--- config.mk ---
export PLATFORM = sky130hd
export DESIGN_NAME = cpuSm
export DESIGN_NICKNAME = d
export VERILOG_FILES = /design/src/hw/cpuSmPkg.sv /design/src/hw/cpuSm.sv /design/src/hw/cpuDataPath.sv /design/src/hw/dmaFifo.sv /design/src/hw/cpuSmCore.sv /design/src/hw/cpuSmInputs.sv
export VERILOG_INCLUDE_DIRS = /design/src /design/src/hw
export SDC_FILE = /design/constraint.sdc
export NUM_CORES = 1
export LEC_CHECK = 0
export ABC_AREA = 1
export BUFFER_PORTS_ARGS = -buffer_cell sky130_fd_sc_hd__buf_2
export CORE_MARGIN = 8
export CORE_UTILIZATION = 30
export DETAILED_ROUTE_END_ITERATION = 8
export GPL_TIMING_DRIVEN = 1
export PLACE_DENSITY_LB_ADDON = 0.08
export SLEW_MARGIN = 20
export SYNTH_ARGS = -nofsm -noshare
export SYNTH_HDL_FRONTEND = slang
export SYNTH_SLANG_ARGS = --single-unit
--- constraint.sdc ---
create_clock -name clk -period 3.4 [get_ports clk]
set_clock_uncertainty 0.05 [all_clocks]
set_input_delay 0.85 -clock clk [delete_from_list [all_inputs] [get_ports clk]]
set_output_delay 0.85 -clock clk [all_outputs]
set_load 0.1 [all_outputs]
--- src/hw/cpuSmMacros.svh ---
`ifndef CPU_SM_MACROS_SVH
`define CPU_SM_MACROS_SVH

`define STATE_W 5     // state number width
`define TERM_W 63     // decoded product terms
`define FIFO_DEPTH 8  // long words, 4 or 16 also fine
`define ADDR_W 32     // bus address width

`endif
--- src/hw/cpuSmPkg.sv ---
package cpuSmPkg;

  // one bus word, seen whole or as two 16-bit halves
  typedef union packed {
    logic [31:0] whole;     // 32-bit port view
    struct packed {
      logic [15:0] upper;   // D31..D16, the only lane of a 16-bit port
      logic [15:0] lower;
    } half;
  } busWordT;

endpackage

--- src/hw/cpuSm.sv ---
`timescale 1ns/100ps
`include "cpuSmMacros.svh"

module cpuSm import cpuSmPkg::*; (
  input  logic               clk,
  input  logic               rstN,
  input  logic               sPush,
  input  logic [31:0]        sPushData,
  input  logic               sPop,
  output logic [31:0]        sPopData,
  output logic               fifoFull,
  output logic               fifoEmpty,
  input  logic               dmaEna,
  input  logic               dmaDir,
  input  logic               flushFifo,
  input  logic               boEq3,
  input  logic [`ADDR_W-1:0] startAddr,
  output logic               brN,
  input  logic               bgN,
  output logic               bgackN,
  output logic [`ADDR_W-1:0] addr,
  output logic               rwN,
  output logic               asN,
  output logic               dsN,
  output logic [31:0]        dataOut,
  input  logic [31:0]        dataIn,
  input  logic               dsack0N,
  input  logic               dsack1N
);

  logic [`STATE_W-1:0] state;
  logic [`TERM_W-1:0]  terms;
  logic                dreqN, cycleDone, a1, lastWord;
  logic                fifoRd, fifoWr, halfSel, addrInc;
  logic                push, pop, latchHalf;
  busWordT             pushData, popData, readWord, busOut;

  // FIFO ports follow the transfer direction
  assign push     = dmaDir ? sPush : fifoWr;
  assign pop      = dmaDir ? fifoRd : sPop;
  assign pushData = dmaDir ? busWordT'(sPushData) : readWord;
  assign sPopData = popData.whole;
  assign dataOut  = busOut.whole;

  assign latchHalf = ~asN & rwN & ~dsack1N;   // read data valid with acknowledge

  cpuSmInputs uInputs (
    .state(state), .a1(a1), .bgN(bgN), .boEq3(boEq3), .cycleDone(cycleDone),
    .dmaDir(dmaDir), .dmaEna(dmaEna), .dreqN(dreqN), .dsack0N(dsack0N),
    .dsack1N(dsack1N), .fifoEmpty(fifoEmpty), .fifoFull(fifoFull),
    .flushFifo(flushFifo), .lastWord(lastWord), .terms(terms)
  );

  cpuSmCore uCore (
    .clk(clk), .rstN(rstN), .terms(terms), .state(state), .dreqN(dreqN),
    .cycleDone(cycleDone), .brN(brN), .bgackN(bgackN), .asN(asN), .dsN(dsN),
    .rwN(rwN), .fifoRd(fifoRd), .fifoWr(fifoWr), .halfSel(halfSel),
    .addrInc(addrInc)
  );

  dmaFifo uFifo (
    .clk(clk), .rstN(rstN), .push(push), .pushData(pushData), .pop(pop),
    .popData(popData), .full(fifoFull), .empty(fifoEmpty), .lastWord(lastWord)
  );

  cpuDataPath uDataPath (
    .clk(clk), .rstN(rstN), .startAddr(startAddr), .load(state == '0),
    .addrInc(addrInc), .halfSel(halfSel), .fifoWord(popData),
    .dataIn(busWordT'(dataIn)), .latchHalf(latchHalf), .addr(addr), .a1(a1),
    .dataOut(busOut), .readWord(readWord)
  );
endmodule

--- src/hw/cpuDataPath.sv ---
`timescale 1ns/100ps
`include "cpuSmMacros.svh"

module cpuDataPath import cpuSmPkg::*; (
  input  logic               clk,
  input  logic               rstN,
  input  logic [`ADDR_W-1:0] startAddr,
  input  logic               load,
  input  logic               addrInc,
  input  logic               halfSel,
  input  busWordT            fifoWord,
  input  busWordT            dataIn,
  input  logic               latchHalf,
  output logic [`ADDR_W-1:0] addr,
  output logic               a1,
  output busWordT            dataOut,
  output busWordT            readWord
);

  logic [`ADDR_W-1:0] addrReg;

  always_ff @(posedge clk) begin
    if (!rstN)        addrReg <= '0;
    else if (load)    addrReg <= startAddr;
    else if (addrInc) addrReg <= addrReg + `ADDR_W'd4;   // next long word
  end

  // lower half cycle of a 16-bit port sets A1
  assign addr = {addrReg[`ADDR_W-1:2], addrReg[1] | halfSel, addrReg[0]};
  assign a1   = addr[1];

  always_comb begin
    if (halfSel) begin
      dataOut.half.upper = fifoWord.half.lower;   // 16-bit port lane
      dataOut.half.lower = fifoWord.half.lower;
    end else begin
      dataOut.whole = fifoWord.whole;
    end
  end

  // first cycle takes the whole bus, a lower half cycle patches the low half
  always_ff @(posedge clk) begin
    if (latchHalf) begin
      if (halfSel) readWord.half.lower <= dataIn.half.upper;
      else         readWord.whole      <= dataIn.whole;
    end
  end
endmodule

--- src/hw/dmaFifo.sv ---
`timescale 1ns/100ps
`include "cpuSmMacros.svh"

module dmaFifo import cpuSmPkg::*; (
  input  logic    clk,
  input  logic    rstN,
  input  logic    push,
  input  busWordT pushData,
  input  logic    pop,
  output busWordT popData,
  output logic    full,
  output logic    empty,
  output logic    lastWord
);

  localparam int ptrW = $clog2(`FIFO_DEPTH);

  busWordT         mem [`FIFO_DEPTH];
  logic [ptrW-1:0] wrPtr;
  logic [ptrW-1:0] rdPtr;
  logic [ptrW:0]   count;

  always_ff @(posedge clk) begin
    if (push) mem[wrPtr] <= pushData;
  end

  always_ff @(posedge clk) begin
    if (!rstN) begin
      wrPtr <= '0;
      rdPtr <= '0;
      count <= '0;
    end else begin
      if (push) wrPtr <= wrPtr + 1'b1;   // depth is a power of two
      if (pop)  rdPtr <= rdPtr + 1'b1;
      case ({push, pop})
        2'b10:   count <= count + 1'b1;
        2'b01:   count <= count - 1'b1;
        default: count <= count;
      endcase
    end
  end

  assign popData  = mem[rdPtr];   // head word
  assign full     = (count == `FIFO_DEPTH);
  assign empty    = (count == '0);
  assign lastWord = (count == 1);
endmodule

--- src/hw/cpuSmCore.sv ---
`timescale 1ns/100ps
`include "cpuSmMacros.svh"

module cpuSmCore (
  input  logic                clk,
  input  logic                rstN,
  input  logic [`TERM_W-1:0]  terms,
  output logic [`STATE_W-1:0] state,
  output logic                dreqN,
  output logic                cycleDone,
  output logic                brN,
  output logic                bgackN,
  output logic                asN,
  output logic                dsN,
  output logic                rwN,
  output logic                fifoRd,
  output logic                fifoWr,
  output logic                halfSel,
  output logic                addrInc
);

  localparam int numTerms = 22;

  localparam logic [`STATE_W-1:0] sIdle      = 5'd0;
  localparam logic [`STATE_W-1:0] sWrStrobe  = 5'd1;
  localparam logic [`STATE_W-1:0] sWrReq     = 5'd2;
  localparam logic [`STATE_W-1:0] sWrRelease = 5'd3;
  localparam logic [`STATE_W-1:0] sRdReq     = 5'd4;
  localparam logic [`STATE_W-1:0] sWrHalf    = 5'd5;
  localparam logic [`STATE_W-1:0] sWrLower   = 5'd7;
  localparam logic [`STATE_W-1:0] sWrDone    = 5'd8;
  localparam logic [`STATE_W-1:0] sRdStrobe  = 5'd9;
  localparam logic [`STATE_W-1:0] sRdDone    = 5'd10;
  localparam logic [`STATE_W-1:0] sRdRelease = 5'd11;
  localparam logic [`STATE_W-1:0] sRdCheck   = 5'd12;
  localparam logic [`STATE_W-1:0] sRdHalf    = 5'd13;
  localparam logic [`STATE_W-1:0] sRdLower   = 5'd15;

  // target state of each term, index order sets priority
  localparam logic [`STATE_W-1:0] termTarget [numTerms] = '{
    sWrReq, sWrReq, sWrReq, sRdReq,
    sWrStrobe, sRdStrobe,
    sWrRelease, sWrHalf, sWrLower, sWrRelease, sWrDone, sIdle, sWrStrobe,
    sRdRelease, sRdHalf, sRdLower, sRdRelease, sRdDone, sRdCheck,
    sIdle, sIdle, sRdStrobe
  };

  logic [`STATE_W-1:0] nextState;
  logic                inStrobe;

  // lowest active term index wins
  always_comb begin
    nextState = state;
    for (int i = numTerms - 1; i >= 0; i--) begin
      if (terms[i]) nextState = termTarget[i];
    end
  end

  always_ff @(posedge clk) begin
    if (!rstN) state <= sIdle;
    else       state <= nextState;
  end

  assign inStrobe = (state == sWrStrobe) | (state == sWrLower) |
                    (state == sRdStrobe) | (state == sRdLower);

  assign dreqN     = ~((state == sWrReq) | (state == sRdReq));   // own bus request
  assign brN       = (state == sIdle);
  assign bgackN    = (state == sIdle) | (state == sWrReq) | (state == sRdReq);
  assign asN       = ~inStrobe;
  assign dsN       = ~inStrobe;
  // write cycle from first strobe through the pop
  assign rwN       = ~((state == sWrStrobe) | (state == sWrHalf) | (state == sWrLower) |
                       (state == sWrRelease) | (state == sWrDone));
  assign cycleDone = (state == sWrDone) | (state == sRdDone);
  assign fifoRd    = (state == sWrDone);
  assign fifoWr    = (state == sRdDone);
  assign addrInc   = cycleDone;                         // one step per long word
  assign halfSel   = (state == sWrLower) | (state == sRdLower);
endmodule

--- src/hw/cpuSmInputs.sv ---
`timescale 1ns/100ps
`include "cpuSmMacros.svh"

module cpuSmInputs (
  input  logic [`STATE_W-1:0] state,
  input  logic                a1,
  input  logic                bgN,
  input  logic                boEq3,
  input  logic                cycleDone,
  input  logic                dmaDir,
  input  logic                dmaEna,
  input  logic                dreqN,
  input  logic                dsack0N,
  input  logic                dsack1N,
  input  logic                fifoEmpty,
  input  logic                fifoFull,
  input  logic                flushFifo,
  input  logic                lastWord,
  output logic [`TERM_W-1:0]  terms
);

  logic s0, s1, s2, s3, s4, s5, s7, s8;
  logic s9, s10, s11, s12, s13, s15;
  logic ackLong;   // 32-bit port acknowledge
  logic ackHalf;   // 16-bit port acknowledge
  logic ackIdle;   // both acknowledges released

  assign s0  = (state == 5'd0);
  assign s1  = (state == 5'd1);
  assign s2  = (state == 5'd2);
  assign s3  = (state == 5'd3);
  assign s4  = (state == 5'd4);
  assign s5  = (state == 5'd5);
  assign s7  = (state == 5'd7);
  assign s8  = (state == 5'd8);
  assign s9  = (state == 5'd9);
  assign s10 = (state == 5'd10);
  assign s11 = (state == 5'd11);
  assign s12 = (state == 5'd12);
  assign s13 = (state == 5'd13);
  assign s15 = (state == 5'd15);

  assign ackLong = ~dsack0N & ~dsack1N;
  assign ackHalf = dsack0N & ~dsack1N;
  assign ackIdle = dsack0N & dsack1N;

  // idle, write direction
  assign terms[0]  = s0 & dmaEna & dmaDir & fifoFull;                 // s0
  assign terms[1]  = s0 & dmaEna & dmaDir & ~fifoEmpty & flushFifo;   // s0
  assign terms[2]  = s0 & dmaEna & dmaDir & ~fifoEmpty & boEq3;       // s0
  // idle, read direction
  assign terms[3]  = s0 & dmaEna & ~dmaDir & ~fifoFull;               // s0

  // grant seen while requesting
  assign terms[4]  = s2 & ~bgN & ~dreqN;                              // s2
  assign terms[5]  = s4 & ~bgN & ~dreqN;                              // s4

  // write strobes
  assign terms[6]  = s1 & ackLong;                                    // s1
  assign terms[7]  = s1 & ackHalf;                                    // s1
  assign terms[8]  = s5 & ackIdle & ~a1;                              // s5
  assign terms[9]  = s7 & ~dsack1N;                                   // s7
  assign terms[10] = s3 & ackIdle;                                    // s3
  assign terms[11] = s8 & cycleDone & lastWord;                       // s8
  assign terms[12] = s8 & cycleDone & ~lastWord;                      // s8

  // read strobes
  assign terms[13] = s9 & ackLong;                                    // s9
  assign terms[14] = s9 & ackHalf;                                    // s9
  assign terms[15] = s13 & ackIdle & ~a1;                             // s13
  assign terms[16] = s15 & ~dsack1N;                                  // s15
  assign terms[17] = s11 & ackIdle;                                   // s11
  assign terms[18] = s10 & cycleDone;                                 // s10
  assign terms[19] = s12 & fifoFull;                                  // s12
  assign terms[20] = s12 & ~dmaEna;                                   // s12
  assign terms[21] = s12 & dmaEna & ~fifoFull;                        // s12

  assign terms[`TERM_W-1:22] = '0;   // spare terms
endmodule

==> results.md <==
- Nature of the critical path endpoint: output port
- Async S/R FF share, synth: 0
- Layout cells sized above 1: 0.209
- Hold Path Sink: uDataPath.readWord[20]
- Grt total ovfl: 0
- Sequential share of the synthesized area: 0.617
- Synthesized cell area: 0.0156 mm2
- Hold depth: 1
- Vias in the first global route: 12200
- Mapped Cells: approximately 1600
- Initial antenna violation count: 1
- Total of max-cap violations: 0
- Status: finished clean
- Setup-failing EPs final: 0
- R2R cell count: 12
- Pleak: between 0.007 and 0.008 uW
- Crit Path Max Fanout: 15
- Yosys top cell by area: edfxtp_1
- Min-Delay Startpoint: dataIn[20]
- Count leader, synth: nand2_1
- Worst-margin pin slew: 0.753 ns
- EDFF count, synth: about 290
- Worst-case vdd ir drop: roughly 0.00065 V
- First-pass GRT wire length: 76.2 mm
- Largest net degree at the start of global routing: 52
- DP Area: around 0.018 mm2
- Total Die Area: between 0.05 and 0.06 mm2
- Post-Layout Cell Count: 2479
- Top Ports: 210
- Setup CP Type: flip-flop to output port
- Max Buffers Root-to-Sink: 3
- Synth top area share: 0.554
- Routed wire length: 51.5 mm
- Flops & latches, synth: 337
- Worst-case headroom to the max-slew limit: 0.498
- Hpwl dp: 33.6 mm
- Placer Congestion: slightly below 0.9
- Number of buffers created by CTS: just over 40
- Routed len/inst: between 20 and 25 um
- R2r setup slk: 0.84 ns
- Die H: ~240 um
- Fillcell total: around 5200
- Net count, final: about 1900
- Achievable Freq: slightly above 300 MHz
- ANT nets after route: 0
- Top cells by area, synth: edfxtp_1, nand2_1, dfxtp_1, nor2_1, o21ai_0
- R2R Path Start: uCore.state[1]
- Die width: around 240 um
- CTS Hold Bufs: 0
- CTS tree: done
- Layout area overhead: 22.7%
- Synth Net Count: between 1500 and 2000
- Number of core rows: 83
- CP required: 2.50 ns
- Dpl cells: around 2400
- IO buf count: about 210
- Clk_lat worst skew: 0.58 ns
- Initial drt markers: around 830
- Via count: 11900
- Worst min-delay path class: input pin to flip-flop
- Vias per inst: 4.80
- CTS root buf: clkbuf_16
- CP Data Arrival Time: between 2 and 2.5 ns
- Most frequent cells after synthesis: nand2_1, edfxtp_1, nor2_1
- Reg2reg end: uFifo.count[3]
- Netlist cell types: 46
- Synth Flop Type: edfxtp_1
- Final hold vios: 0
- DRC: 0
- GRT Util Overall: 0.167
- Worst-path clk slew: about 0.060 ns
- Initial core utilization: 0.304
- Crit path launch type: flip-flop
- # diodes: 0
- Period minus WS final: about 3.3 ns
- RSZ-0062 raised after global routing: yes
- Cell area power density: 824 mW/mm2
- Synthesis Warnings: 0
- Syn Area/Cell: 9.77 um2
- Pre-Repair DR Iteration Count: 5
- Max Slew Vio Count: 0
- Final instance area: ~0.019 mm2
- Core Region: about 0.051 mm2
- Clk sink count: ~340
- H-tree levels: 2
- Final period util: 0.973
flip-flops by register name, summed over array words and instances, names as in the netlist, named ones only:
register / cells
uDataPath.addrReg: 32
uFifo.wrPtr: 3
uFifo.rdPtr: 3
uFifo.count: 4
uCore.state: 4
uFifo.mem: 256
uDataPath.readWord: 32
power breakdown:
part	internal [uW]	leakage (uW)	switching [uW]
Sequential	4770	0.00302	304
Clock	2390	0.000613	1770
Combinational	1450	0.00365	5110
worst max-delay path by stage:
stage | startpoint | to | slack [ns] | cells after the start
detailed placement | flip-flop | dataOut[24] | 0.36 | 10
floorplan | dmaDir | uFifo.mem[1][0] | -0.02 | 7
CTS | flip-flop | dataOut[14] | -0.04 | 6
global placement | flip-flop | dataOut[26] | 0.36 | 8
finish | flip-flop | sPopData[1] | 0.09 | 7
global route | flip-flop | dataOut[28] | -0.003 | 10
layout make-up:
type / count / area, um2 / area share
inverters: 77 / 290 / 0.0151
clock buffers: 52 / 1070 / 0.0557
repair buffers: 254 / 1830 / 0.0953
clock inverters: 20 / 195 / 0.0102
multi-input cells: 1059 / 5300 / 0.276
flip-flops and latches: 337 / 9640 / 0.503
well taps: 680 / 851 / 0.0444
cells in the final DEF (no fill, tap or decap), drive strengths merged:
cell type	n
nand2	415
edfxtp	288
buf	244
nor2	233
o21ai	174
inv	76
clkbuf	62
dfxtp	49
nand3	47
a21oi	39
o22ai	33
mux2i	32
a31oi	19
clkinv	18
nor3	16
ha	7
nand4	6
o211ai	6
or2	5
a211oi	5
nand3b	4
o21bai	4
xnor2	3
xor2	2
o31ai	2
bufinv	2
and3	1
and2	1
nor3b	1
or3b	1
o41ai	1
a311oi	1
o21a	1
clkinvlp	1
per-layer routing:
layer / global-route usage / part of all wire / up-vias
met3: 0.0382 / 0.057 / 58
met5: 0 / 0.00023 / -
met2: 0.288 / 0.49 / 308
met1: 0.207 / 0.43 / 5741
li1: - / - / 5778
met4: 0.0454 / 0.019 / 2
stage by stage:
step	power, uW	hold WS (ns)	utilization	worst slack, ns	setup TNS, ns
global route	16600	0.391	0.373	-0.00344	-0.00554
floorplan	10500	0.398	-	-0.0196	-2.51
detailed placement	11600	0.422	0.343	0.356	0
global placement	11600	0.415	0.343	0.362	0
finish	15800	0.417	0.373	0.0906	0
CTS	15900	0.377	0.370	-0.0412	-0.0820
cell families (layout without fill, tap and decap cells):
logic type	Yosys count	count (layout)	share of synthesized area
xor gates and xnor gates	5	5	0.00280
adders and majority gates	7	7	0.00561
buffers and inverters	202	403	0.0646
muxes	32	32	0.0205
and+or+nand+nor	730	730	0.190
AOI/OAI and AO/OA	285	285	0.100
DFF	337	337	0.617
worst max-delay path, stage by stage (launching register included):
cell and delay [ns]:
dfxtp_4 0.48, buf_4 0.16, clkbuf_16 0.17, o21ai_0 0.09
o22ai_1 0.21, nand2_1 0.14, nand2_1 0.25, buf_4 0.35
repair_timing:
| action | CTS | global route |
|---|---|---|
| cloned | 0 | 1 |
| buffers inserted | 2 | 5 |
| resized for setup | 33 | 26 |
| endpoints found under the setup margin | 52 | 42 |
Power figures use the tool's default switching activity.
